**src/common/icache_pkg.sv**
```systemverilog
package icache_pkg;

    // cache geometry
    localparam int WORD_W  = 32;
    localparam int TAG_W   = 20;
    localparam int INDEX_W = 7;
    localparam int BANK_W  = 3;
    localparam int BYTE_W  = 2;
    localparam int SET_NUM = 128;
    localparam int LINE_W  = 256;
    localparam int TAGV_W  = 21;

    // cache-op modes, all three invalidate the whole set
    localparam logic [1:0] CACOP_IDX_INV0 = 2'd0;
    localparam logic [1:0] CACOP_IDX_INV1 = 2'd1;
    localparam logic [1:0] CACOP_HIT_INV  = 2'd2;

    // decode FSM
    localparam logic [1:0] DEC_SWEEP = 2'd0;
    localparam logic [1:0] DEC_IDLE  = 2'd1;
    localparam logic [1:0] DEC_BUSY  = 2'd2;
    localparam logic [1:0] DEC_ACK   = 2'd3;

    // lookup FSM
    localparam logic [1:0] LK_IDLE = 2'd0;
    localparam logic [1:0] LK_CMP  = 2'd1;
    localparam logic [1:0] LK_WAIT = 2'd2;

    // address split, msb first
    typedef struct packed {
        logic [TAG_W-1:0]   tag;
        logic [INDEX_W-1:0] index;
        logic [BANK_W-1:0]  bank;
        logic [BYTE_W-1:0]  byte_off;
    } icache_addr_fields_t;

    // same word seen as bus address or as cache fields
    typedef union packed {
        logic [WORD_W-1:0]   raw;
        icache_addr_fields_t fields;
    } icache_addr_u;

endpackage

```
**src/icache/icache_result.sv**
```systemverilog
`timescale 1ns/100ps

module icache_result
    import icache_pkg::*;
(
    input  logic              clk,
    input  logic              reset,
    input  logic              lookup_done_i,
    input  logic [LINE_W-1:0] lookup_line_i,
    input  icache_addr_u      lookup_addr_i,
    output logic [WORD_W-1:0] fetch_inst_o,
    output logic              res_done_o
);

    logic [WORD_W-1:0] word_sel;

    // bank field picks one 32-bit lane of the line
    assign word_sel = lookup_line_i[lookup_addr_i.fields.bank * WORD_W +: WORD_W];

    always_ff @(posedge clk) begin
        if (reset) begin
            res_done_o <= 1'b0;
        end else begin
            res_done_o <= lookup_done_i;
        end
    end

    // held until the next completion
    always_ff @(posedge clk) begin
        if (lookup_done_i) begin
            fetch_inst_o <= word_sel;
        end
    end

endmodule

```
**config.mk**
```make
export PLATFORM = sky130hd
export DESIGN_NAME = icache_result
export DESIGN_NICKNAME = d
export VERILOG_FILES = /design/src/common/icache_pkg.sv /design/src/icache/icache_result.sv
export SDC_FILE = /design/constraint.sdc
export NUM_CORES = 1
export LEC_CHECK = 0
export ABC_AREA = 1
export BUFFER_PORTS_ARGS = -buffer_cell sky130_fd_sc_hd__buf_2
export CORE_AREA = 2 2 125 127
export DETAILED_ROUTE_END_ITERATION = 8
export DIE_AREA = 0 0 127 129
export GPL_ROUTABILITY_DRIVEN = 0
export SLEW_MARGIN = 10
export SYNTH_ARGS = -nofsm -noshare
export SYNTH_HDL_FRONTEND = slang
export SYNTH_SLANG_ARGS = --single-unit
```
**constraint.sdc**
```tcl
create_clock -name clk -period 3.3 [get_ports clk]
set_clock_uncertainty 0.2 [all_clocks]
set_input_delay 0.495 -clock clk [delete_from_list [all_inputs] [get_ports clk]]
set_output_delay 0.495 -clock clk [all_outputs]
set_load 0.01 [all_outputs]
```
### Word level (Yosys, flattened, before mapping)

Index checks and enable logic that the tools add are counted.
W data, S select, Z words.

* register bits after elaboration: 33
* input bits: 291
* output and inout bits: 33
* word-level logic and storage cells: 3

* shift-type cells: 1

Operator list (number)
* $shiftx A256 B9 Y32: 1

### Logic depth before layout (Yosys ltp)

Gate-level depths: netlist (run 1).

* depth after elaboration: 1
* mapped depth: 8
* mapped depth without buffers: 6

### Least setup slack after synthesis (run 1)

Ideal clock, no wire load.

* path kind: input -> register
* from: input lookup_addr_i[2] (netlist name)
* to: register fetch_inst_o[22] (data pin)
* setup time: 253 ps
* arrival: 1089 ps
* required time: 2847 ps
* setup slack: 1758 ps
* stages: 8
* path buffers: 2
* path through: inv_2 > buf_4 > buf_2 > nand2_1 > nand3_1 > nand2_1 > nand2_1 > nand2_1

* longest elaborated chain between the ends: 1

RTL lines
* from (decl): RTL line icache_result.sv:10 `input icache_addr_u lookup_addr_i,`
* $shiftx A256 B9 Y32: RTL line icache_result.sv:18 `assign word_sel = lookup_line_i[lookup_addr_i.fields.bank * WORD_W +: WORD_W];`
* via word_sel[22]: RTL line icache_result.sv:15 `logic [WORD_W-1:0] word_sel;`
* to (signal assigned): RTL line icache_result.sv:31 `fetch_inst_o <= word_sel;`
* to (decl): RTL line icache_result.sv:11 `output logic [WORD_W-1:0] fetch_inst_o,`

The timed path passes the listed nets, and every way through them passes these cells.
A chain may end at the register's enable or synchronous reset.

### Worst setup path in the final report (run 1)

* from: input lookup_addr_i[4] (netlist name)
* to: register fetch_inst_o[21] (data pin)

The elaborated chain is that of the path after synthesis.

==> impl_metrics.csv, run 1 <==
group,metric,value,unit
run_status,outcome,"complete, no violations",
finish,drive_gt1_frac,0.2703,
floorplanning,row_count,45,
cts,cts-hold-fix-buffers,0,
drt,drt_iter0_markers,225,
cts,numCtsBuffers,5,
floorplanning,die_h,129,microns
critical_path,cp_common_cell,"nand2_1",
floorplanning,die-area,16380,sq um
run,cap_violations,0,
drt,vias,5590,
sta,setup_viol,0,
drt,vias_per_cell,4.184,
sta,finalWorstSetupSlack,1103,ps
sta,fin_crit_sh,0.6658,
yosys,yosys.area.top_type,"nand2_1",
yosys,yosysMostFrequentCell,"nand2_1",
cts,h-tree-depth,2,
yosys,ys_top_cells_by_count,"nand2_1 (416), inv_1 (258), nand3_1 (128), edfxtp_1 (32), buf_2 (20)",
worst_hold_path,min_path_type,"input port to flop",
place,dp_hpwl,11620,microns
yosys,netlist_area,4469,sq um
drt,drc,0,
floorplanning,coreArea,14980,sq um
critical_path,setup.worst_path.end_class,"flop",
sta,rsz0062_at_grt,"no",
cts,clockBufferDepth,2,
pwr,p_leak,4.357,nW
critical_path,max_stage_delay,690,ps
yosys,synthArstFlopShare,0,
cts,path_clk_slew,60,ps
pwr,peakVddDrop,143.5,uV
critical_path,worst-path-max-fanout,33,
floorplanning,start_util,0.2984,
cts,clkSinkCount,33,
drt,ant_nets,0,
yosys,synthDistinctLibCells,12,
critical_path,crit_slowest_cell,"inv_1",
yosys,yosysSeqAreaShare,0.2195,
sta,tightest_slew,1072,ps
critical_path,path_cells,"buf_2 > inv_1 > nand2_1 > nand2_1",
pwr,p_per_area,273.9,nW/um^2
grt,grt_pass1_vias,5197,
critical_path,startpoint_type,"input port",
floorplanning,fp.dieW,127,microns
yosys,syn-num-nets,1177,
grt,track_usage,0.1818,
yosys,synth_edf_count,32,
yosys,synthTopCellsByArea,"nand2_1 (35%), inv_1 (22%), edfxtp_1 (22%)",
grt,grt_max_degree,129,
cts,cts_resized,0,
finish,utilization,0.4095,
yosys,synth_seq_cells,33,
grt,gr-total-overflow,0,
critical_path,path_class,"input port to flop",
place,dp_slack,762.3,ps
place,io_buffers,294,
drt,wirelength,15450,microns
pwr,finalPower,0.001680,W
yosys,yosysWarnings,0,
drt,dr.pass1.iters,4,
sta,maxSlewViolCount,0,
sta,setup_tns,0,ps
yosys,syn-instance-count,886,
finish,syn2layout_area_growth,37.23,%
yosys,synth.top_cell.area_share,0.3494,
finish,nets,1437,
sta,fmax,455.1,MHz
cts,root_buffer,"clkbuf_16",
sta,hold_viol,0,
sta,slew_headroom,0.2844,
critical_path,required,3130,ps
critical_path,cp_data_arrival_time,2030,ps
yosys,synth-main-ff-cell,"edfxtp_1",
grt,grt_pass1_wl,24150,microns
grt,antenna_found_initial,1,
cts,post_cts.repair.setup_buffers,0,
cts,cts_tree,"yes",
yosys,syn_avg_cell_area,5.044,sq um
floorplanning,num_io_pins,324,
finish,fillers,1746,
drt,post_drt_wl_per_cell,11.56,microns
sta,fin_crit,2197,ps
-- kinds of logic (layout without fill, tap and decap cells) --
| kind of cell | after synthesis | in the layout | synth area share |
|---|---|---|---|
| buffers and inverters | 308 | 569 | 0.2870 |
| flip-flops | 33 | 33 | 0.2195 |
| other | 0 | 1 | 0 |
| AND/OR/NAND/NOR | 545 | 545 | 0.4936 |
-- power breakdown --
part           total, W  switching (W)  internal, W
registers      0.000528      0.0000122     0.000516
logic          0.000610       0.000344     0.000266
clock network  0.000542       0.000189     0.000354
total           0.00168       0.000545      0.00114
-- placed cells by master (no fill, tap or decap) --
| master | instances |
|---|---|
| inv_4 | 1 |
| inv_1 | 258 |
| inv_2 | 1 |
| buf_12 | 3 |
| clkinv_1 | 1 |
| clkinvlp_4 | 1 |
| edfxtp_1 | 32 |
| nand3_1 | 128 |
| nand2_1 | 416 |
| clkbuf_16 | 5 |
| buf_2 | 293 |
| nor2_1 | 1 |
| dfxtp_1 | 1 |
| bufinv_16 | 1 |
| buf_4 | 5 |
| diode_2 | 1 |
-- critical path, delay by kind of cell --
kind / cells / cell delay (ps)
buffers and inverters: 2 / 1220
AND/OR/NAND/NOR: 2 / 300
-- through the flow --
step / cells / instance area (sq um) / hold slack [ps]
after detailed placement: 1327 / 5964 / 461.6
after global placement: 1327 / 5964 / 456.4
final: 1336 / 6133 / 168.1
after global routing: 1336 / 6133 / 168.3
after CTS: 1335 / 6131 / 162.5
after floorplan: 886 / 4469 / 366.2
-- final timing paths --
path	from	to	slack, ps	cells past startpoint
worst min-delay path	reset	res_done_o	170	2
worst max-delay path	lookup_addr_i[4]	fetch_inst_o[21]	1100	4
-- final cells by class --
class | instances | area (sq um) | share of cell area
multi-input combinational | 545 | 2206 | 0.3596
timing repair buffer | 301 | 1564 | 0.2550
sequential | 33 | 980.9 | 0.1599
inverter | 260 | 978.4 | 0.1595
tap | 188 | 235.2 | 0.03835
clock buffer | 5 | 125.1 | 0.02040
clock inverter | 3 | 41.29 | 0.006732
antenna | 1 | 2.502 | 0.0004080
-- metal layers --
metal / vias to the layer above / share of wire / track usage
li1: 3032 / - / -
met1: 2331 / 0.41 / 0.2087
met2: 211 / 0.49 / 0.3365
met3: 16 / 0.079 / 0.04574
met4: 0 / 0.014 / 0.04848
met5: - / 0 / 0
-- registers in the layout, indices dropped and copies added (netlist names) --
| register | cells |
|---|---|
| res_done_o | 1 |
| fetch_inst_o | 32 |
Power figures use the tool's default switching activity.
==> run 2: changes to the inputs <==
--- a/config.mk
+++ b/config.mk
@@ -5,11 +5,11 @@
 export SDC_FILE = /design/constraint.sdc
 export NUM_CORES = 1
 export LEC_CHECK = 0
-export ABC_AREA = 1
+export ABC_AREA = 0
 export BUFFER_PORTS_ARGS = -buffer_cell sky130_fd_sc_hd__buf_2
-export CORE_AREA = 2 2 125 127
+export CORE_AREA = 2 2 127 129
 export DETAILED_ROUTE_END_ITERATION = 8
-export DIE_AREA = 0 0 127 129
+export DIE_AREA = 0 0 129 131
 export GPL_ROUTABILITY_DRIVEN = 0
 export SLEW_MARGIN = 10
 export SYNTH_ARGS = -nofsm -noshare
==> constraint.sdc (replaced) <==
create_clock -name clk -period 1.81 [get_ports clk]
set_clock_uncertainty 0.2 [all_clocks]
set_input_delay 0.2715 -clock clk [delete_from_list [all_inputs] [get_ports clk]]
set_output_delay 0.2715 -clock clk [all_outputs]
set_load 0.01 [all_outputs]
==> impl_metrics.csv, run 2 <==
group,metric,value,unit
run_status,outcome,"complete, no violations",
floorplanning,start_util,0.1962,
critical_path,required,1640,ps
yosys,ys_top_cells_by_count,"mux4_1 (40), edfxtp_1 (32), mux2_2 (32), mux4_2 (24)",
cts,path_clk_slew,50,ps
yosys,yosysMostFrequentCell,"mux4_1",
cts,root_buffer,"clkbuf_16",
cts,post_cts.repair.setup_buffers,0,
finish,syn2layout_area_growth,62.06,%
cts,clkSinkCount,33,
drt,drt_iter0_markers,107,
sta,hold_viol,0,
drt,post_drt_wl_per_cell,16.24,microns
drt,vias,2866,
pwr,switching_share,0.2491,
yosys,synth-main-ff-cell,"edfxtp_1",
grt,grt_max_degree,39,
yosys,netlist_area,3060,sq um
pwr,seq_power_share,0.360,
yosys,synth.top_cell.area_share,0.3434,
floorplanning,die-area,16900,sq um
critical_path,worst-path-max-fanout,33,
pwr,combPwrFrac,0.329,
sta,maxSlewViolCount,0,
floorplanning,die_h,131,microns
sta,fmax,583.3,MHz
grt,track_usage,0.1147,
floorplanning,num_io_pins,324,
yosys,syn-num-nets,439,
pwr,clkPwrFrac,0.310,
floorplanning,fp.dieW,129,microns
yosys,synthArstFlopShare,0,
sta,tightest_slew,250.8,ps
sta,rsz0062_at_grt,"no",
sta,fin_crit,1714,ps
worst_hold_path,min_path_type,"input port to flop",
critical_path,setup.worst_path.end_class,"flop",
critical_path,startpoint_type,"input port",
yosys,synthTopCellsByArea,"mux4_1 (34%), edfxtp_1 (31%), mux4_2 (18%)",
sta,fin_crit_sh,0.9472,
sta,hold_ws,273.0,ps
floorplanning,row_count,46,
yosys,yosys.area.top_type,"mux4_1",
run,cap_violations,0,
finish,largest_reg_flops,32,
critical_path,crit_start,"lookup_addr_i[2]",
cts,h-tree-depth,2,
yosys,synth_edf_count,32,
finish,layout_commonest_cell,"buf_2",
critical_path,path_class,"input port to flop",
sta,slew_headroom,0.8328,
finish,regMostFlops,"fetch_inst_o",
yosys,synthDistinctLibCells,10,
drt,wirelength,10670,microns
pwr,finalPower,0.002701,W
grt,gr-total-overflow,0,
drt,dr.pass1.iters,4,
grt,grt_pass1_wl,14500,microns
grt,grt_pass1_vias,2878,
finish,reg_top3,"fetch_inst_o x32, res_done_o x1",
cts,cts_tree,"yes",
pwr,peakVddDrop,279.9,uV
finish,nets,730,
drt,vias_per_cell,4.362,
drt,ant_nets,0,
drt,drc,0,
cts,clockBufferDepth,2,
sta,setup_viol,0,
place,io_buffers,294,
finish,final_cell_mix,"buf_2 (293), mux4_1 (40), mux2_2 (32), edfxtp_1 (32), mux4_2 (24)",
yosys,synth_seq_cells,33,
finish,drive_gt1_frac,0.8227,
pwr,p_leak,2.311,nW
cts,cts_resized,0,
worst_hold_path,hp-start,"lookup_done_i",
finish,fillers,1573,
yosys,yosysSeqAreaShare,0.3205,
critical_path,cp_data_arrival_time,1550,ps
pwr,p_int,0.002028,W
pwr,p_sw,0.0006728,W
yosys,yosysWarnings,0,
yosys,syn-instance-count,148,
place,dp_hpwl,8651,microns
grt,antenna_found_initial,2,
pwr,p_per_area,544.5,nW/um^2
yosys,syn_avg_cell_area,20.68,sq um
cts,numCtsBuffers,5,
floorplanning,coreArea,15600,sq um
finish,utilization,0.3180,
## run 2: changes by cell type after synthesis, moves of 4 or more
cell and delta:
buf_2 -19, buf_4 -5, buf_6 -4, clkbuf_1 -4, inv_1 -258, mux2_2 +32
mux4_1 +40, mux4_2 +24, nand2_1 -416, nand3_1 -128
## run 2: metal layers
layer,GRT usage,share of wire,vias up
li1,-,-,1308
met1,0.1233,0.37,1397
met2,0.2076,0.53,144
met3,0.03990,0.079,15
met4,0.04476,0.019,2
met5,0,0.0012,-
## run 2: repair_timing
action,in CTS,in global routing
setup endpoints to repair,0,0
hold endpoints to repair,1,0
hold buffers,1,0
## run 2: stage by stage
step | TNS (ps) | instance area [sq um] | cells | setup WS (ps)
final | 0 | 4960 | 657 | 95.59
after global routing | 0 | 4957 | 656 | 63.41
after CTS | 0 | 4957 | 656 | 115.6
after detailed placement | -4735 | 4811 | 647 | -198.7
after global placement | -4241 | 4811 | 647 | -167.9
after floorplan | -123.8 | 3060 | 148 | -5.005
## run 2: path summary, 6_finish.rpt
| check | endpoint | cells after the start |
|---|---|---|
| setup / recovery | fetch_inst_o[21] | 4 |
| hold / removal | fetch_inst_o[25] | 2 |
## run 2: critical path, stage by stage
cell    delay [ps]
buf_4          120
buf_12         230
mux4_1         600
mux2_2         280
## run 2: logic make-up (layout without fill, tap and decap cells)
family | count (synthesis) | in the layout | share of synthesized area
multiplexers | 96 | 96 | 0.6378
flip-flops | 33 | 33 | 0.3205
buffers and inverters | 18 | 310 | 0.03966
AND/OR/NAND/NOR | 1 | 1 | 0.002045
other | 0 | 1 | 0
## run 2: area by class of cell
class	instances	area [sq um]	share of cell area
diodes	1	2.502	0.0005045
repair buffers	302	1612	0.3249
flip-flops and latches	33	980.9	0.1978
clock buffers	8	136.4	0.02750
multi-input cells	97	1958	0.3948
well taps	216	270.3	0.05449
## run 2: power by group through the flow
stage,combinational (W),sequential (W),clock [W]
after detailed placement,0.000893,0.000990,0
after CTS,0.000899,0.000976,0.000891
after global placement,0.000873,0.000988,0
after floorplan,0.000399,0.00104,0
after global routing,0.000959,0.000982,0.000914
final,0.000890,0.000974,0.000837
==> run 3: changes to the inputs <==
--- a/config.mk
+++ b/config.mk
@@ -11,6 +11,7 @@
 export DETAILED_ROUTE_END_ITERATION = 8
 export DIE_AREA = 0 0 129 131
 export GPL_ROUTABILITY_DRIVEN = 0
+export GPL_TIMING_DRIVEN = 0
 export SLEW_MARGIN = 10
 export SYNTH_ARGS = -nofsm -noshare
 export SYNTH_HDL_FRONTEND = slang
==> impl_metrics.csv, run 3 (synthesis results as in run 2) <==
group,metric,value,unit
run_status,outcome,"complete, no violations",
grt,grt_max_degree,34,
sta,setup_tns,0,ps
grt,track_usage,0.1328,
grt,antenna_found_initial,0,
floorplanning,coreArea,15600,sq um
cts,post_cts.repair.setup_buffers,0,
drt,topRoutingLayerUsed,"met4",
grt,gr-total-overflow,0,
drt,dr.pass1.iters,4,
place,dp_slack,-494.0,ps
drt,ant_nets,0,
finish,syn2layout_area_growth,61.65,%
finish,nets,738,
pwr,p_leak,2.316,nW
run,cap_violations,0,
finish,antenna_cells,0,
finish,regMostFlops,"fetch_inst_o",
drt,route.met3.wl,880,microns
cts,cts_tree,"yes",
place,dp_hpwl,10020,microns
grt,grt_pass1_vias,3140,
cts,clockBufferDepth,2,
finish,fin_area,4947,sq um
sta,tightest_slew,841.5,ps
drt,wirelength,12080,microns
drt,vias,2977,
critical_path,setup.worst_path.end_class,"flop",
cts,path_clk_slew,60,ps
pwr,finalPower,0.002734,W
floorplanning,die-area,16900,sq um
finish,drive_gt1_frac,0.8237,
pwr,p_per_area,552.5,nW/um^2
finish,fillers,1612,
sta,fmax,599.0,MHz
cts,clkSinkCount,33,
floorplanning,die_h,131,microns
drt,post_drt_wl_per_cell,18.19,microns
critical_path,required,1650,ps
sta,finalWorstSetupSlack,140.5,ps
critical_path,crit_slowest_cell,"mux4_1",
place,io_buffers,291,
sta,rsz0062_at_grt,"no",
critical_path,path_class,"input port to flop",
floorplanning,start_util,0.1962,
finish,final_cell_mix,"buf_2 (297), mux4_1 (40), mux2_2 (32), edfxtp_1 (32), mux4_2 (24)",
worst_hold_path,min_path_type,"input port to flop",
critical_path,path_cells,"buf_6 > buf_6 > mux4_1 > mux2_2",
finish,utilization,0.3172,
drt,drt-met1-wl,4454,microns
floorplanning,row_count,46,
critical_path,cp_data_arrival_time,1510,ps
drt,met2_length,6530,microns
critical_path,startpoint_type,"input port",
pwr,peakVddDrop,291.2,uV
finish,reg_top3,"fetch_inst_o x32, res_done_o x1",
critical_path,max_stage_delay,590,ps
sta,fin_crit,1670,ps
critical_path,cp_common_cell,"buf_6",
drt,drt_iter0_markers,103,
sta,fin_crit_sh,0.9224,
floorplanning,fp.dieW,129,microns
drt,vias_per_cell,4.483,
finish,largest_reg_flops,32,
sta,hold_viol,0,
floorplanning,num_io_pins,324,
cts,numCtsBuffers,5,
grt,grt_pass1_wl,16460,microns
sta,maxSlewViolCount,0,
sta,setup_viol,0,
drt,drc,0,
finish,layout_commonest_cell,"buf_2",
place,place_area,4787,sq um
sta,slew_headroom,0.4390,
cts,h-tree-depth,2,
critical_path,worst-path-max-fanout,10,
cts,root_buffer,"clkbuf_16",
-- run 3: changes by cell type in the layout (fill, tap and decap cells not counted), sizes merged --
cell,previous run,this run
diode,1,0
buf,301,306
clkinv,0,2
clkinvlp,0,1
-- run 3: worst paths after layout --
check | from | endpoint | slack (ps) | cells past startpoint
setup / recovery | lookup_addr_i[2] | fetch_inst_o[29] | 140 | 4
hold / removal | lookup_addr_i[3] | fetch_inst_o[1] | 280 | 2
-- run 3: per-stage QoR --
step / hold WS [ps] / std cells
5_1_grt: 290.1 / 664
3_3_place_gp: 233.5 / 655
3_5_place_dp: 233.2 / 655
6_report: 276.1 / 664
2_1_floorplan: 143.1 / 148
4_1_cts: 272.7 / 664
-- run 3: critical path, delay by kind of cell --
kind	cells	cell delay, ps
mux	2	880
buf+inv	2	350
-- run 3: per-layer routing --
layer | up-vias | GRT usage
li1 | 1323 | -
met1 | 1482 | 0.1452
met2 | 158 | 0.2453
met3 | 14 | 0.03420
met4 | 0 | 0.05435
met5 | - | 0
-- run 3: layout make-up --
cell class,instances,area [sq um],area share
multi-input combinational,97,1958,0.3958
timing repair buffer,292,1466,0.2964
clock buffer,5,125.1,0.02529
clock inverter,3,17.52,0.003541
sequential,33,980.9,0.1983
tap,216,270.3,0.05463
buffer,18,128.9,0.02605
-- run 3: power breakdown --
group | switching [W] | internal (W)
Sequential | 0.0000213 | 0.000951
Combinational | 0.000346 | 0.000558
Clock | 0.000353 | 0.000505
Total | 0.000720 | 0.00201
-- run 3: what timing repair did --
item / CTS / global route
setup endpoints to repair: 30 / 10
hold endpoints to repair: 1 / 0
hold buffers: 1 / 0
gates cloned: 0 / 0
resized for setup: 5 / 2
pin swaps: 0 / 0
