<file path="config.mk">
export PLATFORM = sky130hd
export DESIGN_NAME = icache_decode
export DESIGN_NICKNAME = d
export VERILOG_FILES = /design/src/common/icache_pkg.sv /design/src/icache/icache_decode.sv
export SDC_FILE = /design/constraint.sdc
export NUM_CORES = 1
export LEC_CHECK = 0
export BUFFER_PORTS_ARGS = -buffer_cell sky130_fd_sc_hd__buf_2
export CAP_MARGIN = 20
export CORE_AREA = 2 2 72 74
export DETAILED_ROUTE_END_ITERATION = 10
export DIE_AREA = 0 0 74 76
export GPL_ROUTABILITY_DRIVEN = 1
export GPL_TIMING_DRIVEN = 0
export PLACE_DENSITY_LB_ADDON = 0.05
export SLEW_MARGIN = 20
export SYNTH_ARGS = -nofsm -noshare
export SYNTH_HDL_FRONTEND = slang
export SYNTH_SLANG_ARGS = --single-unit
</file>
<file path="constraint.sdc">
create_clock -name clk -period 9.6 [get_ports clk]
set_input_delay 0.48 -clock clk [delete_from_list [all_inputs] [get_ports clk]]
set_output_delay 0.48 -clock clk [all_outputs]
set_load 0.02 [all_outputs]
</file>
<file path="src/common/icache_pkg.sv">
package icache_pkg;

    // cache geometry
    localparam int WORD_W  = 32;
    localparam int TAG_W   = 20;
    localparam int INDEX_W = 7;
    localparam int BANK_W  = 3;
    localparam int BYTE_W  = 2;
    localparam int SET_NUM = 128;
    localparam int LINE_W  = 256;
    localparam int TAGV_W  = 21;

    // cache-op modes, all three invalidate the whole set
    localparam logic [1:0] CACOP_IDX_INV0 = 2'd0;
    localparam logic [1:0] CACOP_IDX_INV1 = 2'd1;
    localparam logic [1:0] CACOP_HIT_INV  = 2'd2;

    // decode FSM
    localparam logic [1:0] DEC_SWEEP = 2'd0;
    localparam logic [1:0] DEC_IDLE  = 2'd1;
    localparam logic [1:0] DEC_BUSY  = 2'd2;
    localparam logic [1:0] DEC_ACK   = 2'd3;

    // lookup FSM
    localparam logic [1:0] LK_IDLE = 2'd0;
    localparam logic [1:0] LK_CMP  = 2'd1;
    localparam logic [1:0] LK_WAIT = 2'd2;

    // address split, msb first
    typedef struct packed {
        logic [TAG_W-1:0]   tag;
        logic [INDEX_W-1:0] index;
        logic [BANK_W-1:0]  bank;
        logic [BYTE_W-1:0]  byte_off;
    } icache_addr_fields_t;

    // same word seen as bus address or as cache fields
    typedef union packed {
        logic [WORD_W-1:0]   raw;
        icache_addr_fields_t fields;
    } icache_addr_u;

endpackage

</file>
<file path="src/icache/icache_decode.sv">
`timescale 1ns/100ps

module icache_decode
    import icache_pkg::*;
(
    input  logic              clk,
    input  logic              reset,
    input  logic              fetch_req_i,
    input  logic [WORD_W-1:0] fetch_pc_i,
    input  logic              fetch_uncached_i,
    output logic              fetch_ack_o,
    input  logic              cacop_req_i,
    input  logic [1:0]        cacop_mode_i,
    input  logic [WORD_W-1:0] cacop_addr_i,
    output logic              cacop_ack_o,
    input  logic              res_done_i,
    output logic              op_start_o,
    output icache_addr_u      op_addr_o,
    output logic              op_fetch_o,
    output logic              op_uncached_o,
    output logic              op_inval_o
);

    logic [1:0]         state_q;
    logic [INDEX_W-1:0] sweep_cnt_q;
    logic               is_cacop_q;
    logic               cacop_inval;
    logic               req_held;

    // mode 3 is a no-op
    assign cacop_inval = cacop_mode_i inside {CACOP_IDX_INV0, CACOP_IDX_INV1, CACOP_HIT_INV};
    assign req_held    = is_cacop_q ? cacop_req_i : fetch_req_i;

    always_ff @(posedge clk) begin
        if (reset) begin
            state_q     <= DEC_SWEEP;
            sweep_cnt_q <= '0;
            is_cacop_q  <= 1'b0;
            op_start_o  <= 1'b0;
            op_inval_o  <= 1'b0;
            fetch_ack_o <= 1'b0;
            cacop_ack_o <= 1'b0;
        end else begin
            op_start_o <= 1'b0;
            op_inval_o <= 1'b0;
            case (state_q)
                DEC_SWEEP: begin
                    // clear one set of valid bits per cycle
                    op_inval_o  <= 1'b1;
                    sweep_cnt_q <= sweep_cnt_q + 1'b1;
                    if (sweep_cnt_q == INDEX_W'(SET_NUM - 1)) begin
                        state_q <= DEC_IDLE;
                    end
                end
                DEC_IDLE: begin
                    // cache op wins over fetch
                    if (cacop_req_i) begin
                        op_start_o <= 1'b1;
                        op_inval_o <= cacop_inval;
                        is_cacop_q <= 1'b1;
                        state_q    <= DEC_BUSY;
                    end else if (fetch_req_i) begin
                        op_start_o <= 1'b1;
                        is_cacop_q <= 1'b0;
                        state_q    <= DEC_BUSY;
                    end
                end
                DEC_BUSY: begin
                    if (res_done_i) begin
                        if (is_cacop_q) begin
                            cacop_ack_o <= 1'b1;
                        end else begin
                            fetch_ack_o <= 1'b1;
                        end
                        state_q <= DEC_ACK;
                    end
                end
                DEC_ACK: begin
                    if (!req_held) begin
                        fetch_ack_o <= 1'b0;
                        cacop_ack_o <= 1'b0;
                        state_q     <= DEC_IDLE;
                    end
                end
                default: state_q <= DEC_IDLE;
            endcase
        end
    end

    always_ff @(posedge clk) begin
        case (state_q)
            DEC_SWEEP: begin
                op_addr_o.raw          <= '0;
                op_addr_o.fields.index <= sweep_cnt_q;
            end
            DEC_IDLE: begin
                if (cacop_req_i) begin
                    op_addr_o.raw <= cacop_addr_i;
                    op_fetch_o    <= 1'b0;
                    op_uncached_o <= 1'b0;
                end else if (fetch_req_i) begin
                    op_addr_o.raw <= fetch_pc_i;
                    op_fetch_o    <= 1'b1;
                    op_uncached_o <= fetch_uncached_i;
                end
            end
            default: ;
        endcase
    end

endmodule

</file>
# Word level (Yosys, flattened, before mapping)
# Index checks and enable logic that the tools add are counted.
# Widths: inputs -> output; s select.
dict set report word_totals {
  wordCells 61
  ff_bits 48
  in_bits 72
  output_inout_bits 38
}
dict set report op_classes {
  reduce_logical 12
  bitwise_logic 1
  add_sub_neg 1
  mux 25
  n_eq_ne 12
}
# operator n
set op_table {}
lappend op_table {{$mux 32} 2}
lappend op_table {{$pmux 32 s2} 1}
lappend op_table {{$mux 1} 13}
lappend op_table {{$reduce_and 4->1} 3}
lappend op_table {{$mux 2} 5}
lappend op_table {{$ne 2x2->1 const B} 5}
lappend op_table {{$pmux 2 s4} 1}
lappend op_table {{$add 7x1->7 const B} 1}
lappend op_table {{$eq 7x7->1 const B} 1}
lappend op_table {{$eq 2x2->1 const B} 3}
lappend op_table {{$pmux 1 s2} 3}
lappend op_table {{$reduce_bool 2->1} 3}
lappend op_table {{$eq 2x1->1 const B} 2}
lappend op_table {{$logic_not 2->1} 2}
lappend op_table {{$reduce_and 2->1} 2}
lappend op_table {{$ne 3x3->1 const B} 1}
lappend op_table {{$reduce_bool 3->1} 1}
lappend op_table {{$reduce_or 2->1} 1}
lappend op_table {{$not 1->1} 1}

# Longest topological paths before layout
# Gate-level depths: netlist (run 1).
dict set report depth {
  ltp_word 4
  depth_mapped 6
  depth_no_buf 6
}

# Least setup slack after synthesis (run 1)
# No wires, ideal clock.
dict set report synth_path {
  path_type {reg-to-reg}
  from {reg state_q[1]}
  to {reg op_addr_o[0] (netlist name), enable pin}
  setup_time_ps 466
  path_buffers 2
  required_ps 9134
  setup_slack_ps 5856
  arrival_time_ps 3278
  stages_incl_launch_ff 6
  cell_sequence {dfxtp_1 -> inv_1 -> ha_1 -> clkbuf_1 -> clkbuf_1 -> o21ai_0}
}
dict set report synth_via {
  elab_chain_cells 3
}
# item line
set synth_rtl {}
lappend synth_rtl {{start: declaration} icache_decode.sv:24} ;# logic [1:0] state_q;
lappend synth_rtl {{start signal: assignment} icache_decode.sv:36} ;# state_q <= DEC_SWEEP;
lappend synth_rtl {{start signal: assignment} icache_decode.sv:52} ;# state_q <= DEC_IDLE;
lappend synth_rtl {{start signal: assignment} icache_decode.sv:61} ;# state_q <= DEC_BUSY;
lappend synth_rtl {{$eq 2x1->1 or $logic_not 2->1 (tied branches)} icache_decode.sv:91} ;# case (state_q)
lappend synth_rtl {{$ne 3x3->1 (no line) or $reduce_bool 2->1 (tied branches)} n/a}
lappend synth_rtl {{$reduce_and 2->1 (no line) (*)} n/a}
lappend synth_rtl {{end: declaration} icache_decode.sv:18} ;# output icache_addr_u op_addr_o,
# Every way passes the cells marked *; elsewhere a longest branch is shown, timed or not.
# A chain may end at the register's enable or synchronous reset.

# Worst setup path in the final report (run 1)
dict set report layout_path {
  from {reg state_q[1]}
  to {reg op_addr_o[22] (netlist name), enable pin}
}
# The elaborated chain is that of the path after synthesis.

==> summary.md, run 1 <==
| Metric | Value |
|---|---|
| Post-synth net total | 279 |
| First-pass GRT wire length | 7.838 mm |
| Port bufs | 108 |
| Io pins | 110 |
| Post-cts sizing count | 0 |
| Via/cell ratio | 4.683 |
| Die Y | roughly 76 um |
| Pin count of the biggest net entering global routing | 22 |
| Vias in the first global route | 1646 |
| Final Max Slew Viols | 0 |
| # hold bufs at CTS | 0 |
| H-tree levels | 2 |
| Crit-path max cell delay | 470 ps |
| Pre-antenna DRT Iters | 4 |
| CP Max Fanout | 21 |
| Post-CTS Setup Inserts | 0 |
| Clk Latency, worst-skew pair | 300 ps |
| Setup violators final | 0 |
| CTS tree | built |
| Critical path's most frequent cell | clkbuf_1 |
| Setup_tns | 0 ps |
| Power Density | ~240 nW/um2 |
| WHS | just over 400 ps |
| Yosys warning count | 0 |
| Crit path kind | reg -> reg |
| Final Util | 63.32% |
| Maxcap violations | 0 |
| Arrival @ worst endpoint | 2190 ps |
| Routed WL | roughly 4.9 mm |
| Critical Path RT | 9610 ps |
| Ant diodes | 0 |
| Starting Density | between 40% and 50% |
| Fin crit share | between 20% and 30% |
| Cell count after synthesis | 201 |
| Detailed Place HPWL | ~3.7 mm |
| Unique cell type count in the Yosys netlist | 28 |
| Clock sink count | 48 |
| Worst-path clk slew | 90 ps |
| CTS buffer count | 5 |
| Static leakage | 1.536 nW |
| Worst Setup End Kind | flip-flop |
| RSZ-0062 raised after global routing | no |
| Max clock buf depth | 2 |
| Final nets | 395 |
| Drt first-iter violations | 55 |
| DRC Markers | 0 |
| Crit-path cells | inv_1 -> ha_1 -> clkbuf_1 -> clkbuf_1 -> o21ai_4 -> buf_16 |
| Hold crit path type | in -> reg |
| Wire per inst | between 10 and 15 um |
| CP max stage cell | o21ai_4 |
| Final Hold Vio Count | 0 |
| Gr usage total | between 10% and 20% |
| Status | completed |
| Peak supply drop | 0.1045 mV |
| Tightest Pin Transition | about 520 ps |
| Multi-input gate area | 954.7 um2 |
| Min Tclk post-route | ~2200 ps |
| Worst slew margin | 64.76% |
| Routability Congestion | a little over 0.7 |
| Max Clk Rate | 458.0 MHz |
| Sequential Area | 1301 um2 |
| Fin Clk Skew | 5.073 ps |
| Startpoint Class | flip-flop |
| DRT antenna net count | 0 |
| CTS root buffer | clkbuf_8 |
| Ratio of cells with drive above 1 in the final layout | approximately two fifths |
| Die area | 5624 um2 |
| Row count | 26 |
| Fill count | between 400 and 500 |
| Sequential area share after synthesis | 55.70% |
| Number of antenna violations at the first check in global routing | 0 |
| DR vias | 1817 |
| GRT overflow | 0 |
| Synthesized cell area | 2336 um2 |
| Average cell area after synthesis | 11.62 um2 |
| Die width | 74 um |
| Core Region | 4912 um2 |
| Area grow syn2layout | 33.15% |
| FF+latch count, synth | 48 |
[logic make-up after synthesis]
logic type | after synthesis | share of synthesized area, %
AO/OA/AOI/OAI | 23 | 5.624
AND/OR/NAND/NOR | 65 | 14.41
XOR/XNOR | 4 | 1.500
adder cells (fa/ha/maj) | 6 | 3.214
buffers and inverters | 19 | 3.909
flip-flops | 48 | 55.70
multiplexers | 36 | 15.64
[power breakdown]
part	internal (mW)	switching [mW]	leakage, nW
Clock	0.0773	0.0645	0.0552
Combinational	0.0981	0.174	0.969
Sequential	0.308	0.0186	0.512
Total	0.484	0.257	1.54
[synth_stat cells]
library cell  number  share of area [%]
nand4_1            4                1.1
or3_2              1               0.32
o21ai_1            1               0.21
mux2i_1           35                 15
nor2b_1           26                7.0
xnor2_1            1               0.38
edfxtp_1          34                 44
clkbuf_2           1               0.21
nor3_1             1               0.21
xor2_1             3                1.1
nand3_1            2               0.43
mux2_4             1               0.64
ha_1               6                3.2
or3_1              1               0.27
inv_1              6               0.96
nor2_1            20                3.2
o21ai_0            6                1.3
buf_2              3               0.64
nand2_1            7                1.1
dfxtp_1           14                 12
clkbuf_1           6               0.96
nand2b_1           3               0.80
a21oi_1           12                2.6
o2111ai_2          1               0.64
a31oi_1            1               0.27
buf_6              1               0.48
buf_4              2               0.64
a22oi_1            2               0.64
[cell type report]
type                    count  area share [%]
repair buffers            109           18.26
clock buffers               6           2.333
clock inverters             2           1.126
plain buffers              13           2.212
multi-input cells         134           30.69
flip-flops and latches     48           41.83
well taps                  70           2.816
inverters                   6          0.7241
[critical path, delay by kind of cell (launching register included)]
family / cells / cell delay [ps]
flip-flops: 1 / 390
adder cells (fa/ha/maj): 1 / 180
buffers and inverters: 4 / 850
AO/OA/AOI/OAI: 1 / 470
[registers in the layout, summed over array words and instances (netlist names)]
signal / cells
op_inval_o: 1
sweep_cnt_q: 7
op_start_o: 1
op_uncached_o: 1
cacop_ack_o: 1
op_fetch_o: 1
fetch_ack_o: 1
state_q: 2
op_addr_o: 32
is_cacop_q: 1
[per-layer routing]
metal  GRT usage, %  share of wire [%]
met1          24.18                 45
met2          28.30                 48
met3          4.365                5.8
met4          4.727               0.67
met5              0                  0
[cell usage in the layout (no fill, tap or decap), types with 2 or more instances in the layout]
master	instances
o21ai_0	5
a21oi_1	12
edfxtp_1	34
xor2_1	3
nand4_1	4
a22oi_1	2
nor2b_1	26
dfxtp_1	14
clkbuf_1	7
inv_1	6
buf_4	2
buf_2	111
nand2b_1	3
nor2_1	20
ha_1	6
nand2_1	7
clkbuf_8	5
nand3_1	2
mux2i_1	35
[path summary, 6_finish.rpt]
kind                       startpoint                     endpoint  slack, ps  cells after the start
max           state_q[1]$_SDFFE_PP0P_  op_addr_o[22]$_SDFFCE_PN0P_       7420                      6
max reg2reg   state_q[1]$_SDFFE_PP0P_  op_addr_o[22]$_SDFFCE_PN0P_       7420                      6
min                             reset        op_inval_o$_SDFF_PP0_        410                      2
min reg2reg  fetch_ack_o$_SDFFE_PP0P_     fetch_ack_o$_SDFFE_PP0P_        490                      2
[stage by stage]
step / power [mW] / area, um2 / std cells / setup WS [ps]
after global placement: 0.5965 / 2964 / 379 / 4658
after detailed placement: 0.6081 / 3003 / 380 / 7388
after floorplan: 0.5038 / 2336 / 201 / 5856
final: 0.7405 / 3110 / 388 / 7417
after CTS: 0.7505 / 3110 / 388 / 7363
after global routing: 0.7822 / 3110 / 388 / 7228
(Power assumes the default switching activity.)
==> inputs of run 2 (changes only) <==
Settings changed: CORE_AREA 2 2 72 74 to 2 2 78 80, DIE_AREA 0 0 74 76 to 0 0 80 82.
Clock period 9.6 ns to 2 ns, I/O delays scaled along.
==> run 2 against run 1 <==
  * Wire length up 2.3%
  * Clock skew is 2.0 ps lower
  * Sequential share of layout area shrank 0.40 points
  * Flip-flop and latch count stayed put
  * Cell count rose by 2.1%
  * Worst setup slack lost 7200 ps
  * Worst hold slack got worse by 370 ps
  * Register-to-register slack lost 7200 ps
  * Maximum frequency up 20%
  * Combinational power rose to 4.9 times the previous value
  * Critical path type unchanged
  * Largest cell class unchanged
==> summary.md, run 2 (synthesis gave the netlist of run 1 again) <==
| Metric | Value |
|---|---|
| Clk Latency, worst-skew pair | 300 ps |
| DR vias | 1854 |
| Routability Congestion | 0.7455 |
| # hold bufs at CTS | 0 |
| Crit-path max cell delay | approximately 390 ps |
| Row count | 28 |
| Tightest Pin Transition | 553.7 ps |
| Clock sink count | 48 |
| Peak supply drop | 0.5283 mV |
| Crit path kind | reg -> reg |
| Io pins | 110 |
| Status | completed |
| Pin count of the biggest net entering global routing | 17 |
| Maxcap violations | 0 |
| Reg with most FFs | op_addr_o |
| Gr usage total | between 15 and 20% |
| CTS tree | built |
| Detailed Place HPWL | 3.755 mm |
| Die Y | 82 um |
| Routed WL | 5.012 mm |
| Pre-antenna DRT Iters | 4 |
| Top Registers | op_addr_o x32, sweep_cnt_q x7, state_q x2 |
| Ant diodes | 0 |
| CP Max Fanout | 16 |
| First-pass GRT wire length | 7.603 mm |
| Vias in the first global route | around 1.7k |
| GRT overflow | 0 |
| Combinational power share | 37.3% |
| Die width | 80 um |
| CTS root buffer | clkbuf_8 |
| Number of antenna violations at the first check in global routing | 0 |
| Crit-path cells | inv_1 -> ha_1 -> clkbuf_1 -> clkbuf_2 -> o21ai_4 -> buf_12 |
| Static leakage | 1.546 nW |
| Critical Path RT | 2010 ps |
| Routing usage on met3 | approximately 4.2% |
| Fin crit share | 90.73% |
| Starting Density | 40.66% |
| Sw Share | 34.81% |
| Area grow syn2layout | 34.44% |
| Final Hold Vio Count | 0 |
| Min Tclk post-route | 1815 ps |
| P_int | 2.345 mW |
| Power Density | 1145 nW/um2 |
| Most common cell after layout, fill and taps aside | buf_2 |
| Final Util | 54.66% |
| Crit-path leading delay family | buffers and inverters |
| Arrival @ worst endpoint | 1830 ps |
| Bufs and invs on worst path | 4 |
| Ratio of cells with drive above 1 in the final layout | 40.50% |
| P_sw | 1.252 mW |
| Startpoint Class | flip-flop |
| DRC Markers | 0 |
| DRT antenna net count | 0 |
| Worst-path clk slew | 80 ps |
| GR Util met1 | roughly a fifth |
| Core Region | 5746 um2 |
| Wire per inst | 12.66 um |
| Worst slew margin | 62.84% |
| Met2 usage | approximately 26% |
| Worst Setup End Kind | flip-flop |
| Setup violators final | 0 |
| Final nets | slightly below 400 |
| RSZ-0062 raised after global routing | no |
| Die area | 6560 um2 |
| WHS | 40.71 ps |
| Largest register FFs | 32 |
| Via/cell ratio | 4.682 |
| Max clock buf depth | 2 |
| Port bufs | 108 |
| Reg power frac | 43.8% |
| Drt first-iter violations | 45 |
| H-tree levels | 2 |
| CP max stage cell | dfxtp_1 |
| Hold crit path type | in -> reg |
| Most frequent cells in the layout | 111 x buf_2, 35 x mux2i_1, 34 x edfxtp_1 |
| CTS buffer count | 5 |
| Setup_tns | 0 ps |
| Global route hottest layer | met2 |
| Final Max Slew Viols | 0 |
| Max Clk Rate | 551.1 MHz |
| Fin Clk Skew | 3.081 ps |
| Clock power share | 19.0% |
## run 2: power groups by stage
stage / logic, mW / registers [mW] / clock network [mW]
after floorplan: 0.400 / 2.02 / 0
after global placement: 1.27 / 1.60 / 0
after detailed placement: 1.27 / 1.61 / 0
after CTS: 1.36 / 1.58 / 0.706
after global routing: 1.47 / 1.61 / 0.741
final: 1.34 / 1.57 / 0.682
## run 2: layer usage
layer | share of wire [%] | vias up
li1 | - | 942
met1 | 44 | 844
met2 | 48 | 63
met3 | 6.8 | 5
met4 | 1.2 | 0
met5 | 0 | -
## run 2: cell type report
class	count	area [um2]
plain buffers	13	70.07
clock buffers	7	76.32
clock inverters	1	30.03
fillers	523	2605
inverters	6	22.52
multi-input cells	135	970.9
flip-flops and latches	48	1301
well taps	75	93.84
repair buffers	111	575.6
## run 2: final timing paths
| check | start | end | slack, ps | cells past startpoint |
|---|---|---|---|---|
| worst max-delay path | state_q[1]$_SDFFE_PP0P_ | op_addr_o[24]$_SDFFCE_PN0P_ | 190 | 6 |
| worst min register to register | fetch_ack_o$_SDFFE_PP0P_ | fetch_ack_o$_SDFFE_PP0P_ | 480 | 2 |
| worst max register to register | state_q[1]$_SDFFE_PP0P_ | op_addr_o[24]$_SDFFCE_PN0P_ | 190 | 6 |
| worst min-delay path | reset | sweep_cnt_q[6]$_SDFFE_PP0P_ | 40 | 2 |
## run 2: stage by stage
stage                     setup slack (ps)  area [um2]  power, mW  std cells
after CTS                            46.54        3141      3.650        396
after global placement              -438.4        2982      2.875        384
final                                185.4        3141      3.597        396
after floorplan                      17.83        2347      2.416        201
after global routing                 12.61        3141      3.819        396
after detailed placement            -428.1        2982      2.882        384
## run 2: worst reg2reg max path, stage by stage, from the launching register on
cell,delay (ps)
dfxtp_1,390
inv_1,90
ha_1,180
clkbuf_1,200
clkbuf_2,290
o21ai_4,220
buf_12,160
## run 2: what timing repair did
item / in CTS / in global routing
endpoints found under the setup margin: 32 / 34
pin swaps: 2 / 0
resized for setup: 2 / 1
buffers inserted: 3 / 0
cloned: 1 / 0
==> inputs of run 3 (changes only) <==
Settings changed: ABC_AREA set to 1, CORE_AREA 2 2 78 80 to 4 4 80 82, DIE_AREA 0 0 80 82 to 0 0 84 86.
==> run 3 against run 2 <==
  * Cell area is 2.8% lower
  * Sequential share of layout area rose by 1.2 points
  * Sequential power up 9.6%
  * Critical path depth up 1
  * Combinational power is 37% higher
  * Area after synthesis fell by 2.6%
  * Critical path type unchanged
==> summary.md, run 3 <==
| Metric | Value |
|---|---|
| Average cell area after synthesis | 9.099 um2 |
| Final Hold Vio Count | 0 |
| Startpoint Class | flip-flop |
| Async S/R FF share, synth | 0% |
| Gr usage total | 15.95% |
| Post-synth net total | 328 |
| Row count | 28 |
| Synthesized cell area | 2275 um2 |
| DRC Markers | 0 |
| Clk Latency, worst-skew pair | 290 ps |
| Top cell type's share of synthesized area | 44.88% |
| FF+latch count, synth | 48 |
| R2r startpoint | state_q[1]$_SDFFE_PP0P_ |
| Post-synth EDFFs | 34 |
| Final Max Slew Viols | 0 |
| Drt first-iter violations | 95 |
| Count leader, synth | nor2_1 |
| Most frequent cells in the layout | 111 x buf_2, 76 x nor2_1, 38 x o21ai_0 |
| First-pass GRT wire length | 9.232 mm |
| Cell count after synthesis | 250 |
| Worst r2r path cells | 7 |
| Hold worst-path end | op_uncached_o$_SDFFCE_PP0P_ |
| Die width | 84 um |
| Area grow syn2layout | 34.16% |
| Ratio of cells with drive above 1 in the final layout | 35.87% |
| Most common cell after layout, fill and taps aside | buf_2 |
| Pre-antenna DRT Iters | 4 |
| H-tree levels | 2 |
| Io pins | 110 |
| Compound-gate portion of the synthesized area | between 10% and 20% |
| Top cells by area, synth | edfxtp_1 45%, nor2_1 13%, dfxtp_1 12% |
| Tightest Pin Transition | 420.5 ps |
| # hold bufs at CTS | 0 |
| Worst slew margin | between 70% and 80% |
| Yosys warning count | 0 |
| Largest register FFs | 32 |
| R2R setup slack | 220 ps |
| Final instance area | 3052 um2 |
| RSZ-0062 raised after global routing | no |
| Most frequent cells after synthesis | 76 x nor2_1, 39 x o21ai_0, 34 x edfxtp_1 |
| Setup violators final | 0 |
| CTS tree | built |
| Die area | 7224 um2 |
| Maxcap violations | 0 |
| Hold Startpoint | fetch_uncached_i |
| Worst r2r dst | op_addr_o[19]$_SDFFCE_PN0P_ |
| Port bufs | between 100 and 150 |
| CTS root buffer | clkbuf_8 |
| Min Tclk post-route | 1782 ps |
| Via/cell ratio | 4.761 |
| Clock sink count | 48 |
| Yosys top cell by area | edfxtp_1 |
| Post-synthesis simple-gate area fraction | 21.01% |
| DR vias | 2109 |
| Max clock buf depth | 2 |
| Core Region | 5746 um2 |
| Arrival @ worst endpoint | about 1800 ps |
| Total power | 4.098 mW |
| Peak supply drop | 0.6232 mV |
| Crit path kind | reg -> reg |
| Wire per inst | 13.44 um |
| CTS buffer count | 5 |
| Status | completed |
| Starting Density | 39.59% |
| Adder-Cell Fraction of Synth Area | between 3 and 4% |
| Power Density | 1343 nW/um2 |
| GRT overflow | 0 |
| Hold crit path type | in -> reg |
| Detailed Place HPWL | around 4.4 mm |
| DRT antenna net count | 0 |
| Fin Clk Skew | 3.633 ps |
| Static leakage | 1.413 nW |
| Reg with most FFs | op_addr_o |
| Routability Congestion | approximately 0.76 |
| Critical Path RT | 2010 ps |
| Number of antenna violations at the first check in global routing | 0 |
| Placed cell areas | about 2900 um2 |
| Fin crit share | about 89% |
| Pin count of the biggest net entering global routing | 17 |
| Unique cell type count in the Yosys netlist | 27 |
| Max Clk Rate | 561.0 MHz |
| Mux cell area share after synthesis | 0% |
| Vias in the first global route | about 1.9k |
| Die Y | 86 um |
| Worst-path clk slew | approximately 80 ps |
| Post-Synth XOR/XNOR Area | 0% |
| Worst Setup End Kind | flip-flop |
| Routed WL | 5.954 mm |
| Ant diodes | 0 |
| Final nets | 445 |
| Main combinational cell family by area after synthesis | simple AND/OR/NAND/NOR gates |
| Top Registers | op_addr_o x32, sweep_cnt_q x7, state_q x2 |
| Sequential area share after synthesis | a little under three fifths |
| WHS Path Cells | 3 |
| CP Max Fanout | 16 |
| Most used DFF post-synth | edfxtp_1 |
-- run 3: final cells by class --
cell class	count	area [um2]
fill	575	2694
sequential	48	1301
multi-input combinational	173	862.1
timing repair buffer	109	575.6
tap	75	93.84
clock buffer	7	76.32
inverter	18	75.07
buffer	12	63.81
clock inverter	1	3.754
-- run 3: layer usage --
metal,GRT usage [%],vias up,wire [um]
li1,-,1073,-
met1,20.75,957,2564
met2,26.32,73,2883
met3,4.611,6,448
met4,3.947,0,57
met5,0,-,0
-- run 3: how the worst max path moves through the flow --
stage                            start                           to  slack, ps  depth (start not counted)
3_3_place_gp   state_q[1]$_SDFFE_PP0P_  op_addr_o[31]$_SDFFCE_PN0P_       -360                          5
3_5_place_dp   state_q[1]$_SDFFE_PP0P_  op_addr_o[31]$_SDFFCE_PN0P_       -340                          5
2_1_floorplan  state_q[1]$_SDFFE_PP0P_   op_addr_o[0]$_SDFFCE_PN0P_         80                          5
4_1_cts        state_q[1]$_SDFFE_PP0P_      op_addr_o[10]$_DFFE_PP_         20                          5
5_1_grt        state_q[1]$_SDFFE_PP0P_  op_addr_o[22]$_SDFFCE_PN0P_         30                          7
6_report       state_q[1]$_SDFFE_PP0P_  op_addr_o[19]$_SDFFCE_PN0P_        220                          7
-- run 3: stage by stage --
| stage | setup slack, ps | cells | hold WS (ps) | util, % | setup TNS (ps) |
|---|---|---|---|---|---|
| after floorplan | 76.83 | 250 | 294.6 | - | 0 |
| after global placement | -357.5 | 432 | 393.0 | 50.74 | -11420 |
| after detailed placement | -339.9 | 432 | 391.3 | 50.74 | -10850 |
| after CTS | 19.33 | 442 | 79.92 | 52.77 | 0 |
| after global routing | 33.18 | 443 | 106.0 | 53.11 | 0 |
| final | 217.6 | 443 | 89.34 | 53.11 | 0 |
-- run 3: cell families after synthesis --
group,after synthesis
flip-flops,48
AO/OA/AOI/OAI,55
adder cells (fa/ha/maj),6
buffers and inverters,30
AND/OR/NAND/NOR,111
-- run 3: where the power goes --
group	switching (mW)	internal [mW]
Clock	0.309	0.244
Combinational	1.20	0.624
Sequential	0.126	1.59
-- run 3: critical path, cell delays in order (launching register included) --
cell and delay [ps]:
dfxtp_1 350, inv_1 100, ha_1 230, inv_1 110, nor2_1 220, inv_1 200, o21ai_4 110, buf_12 170
-- run 3: what timing repair did --
action                                  4_1_cts  5_1_grt
setup buffers                                 1        1
gates cloned                                  1        0
resized for setup                             1        0
endpoints found under the setup margin       32       16
pin swaps                                     2        1
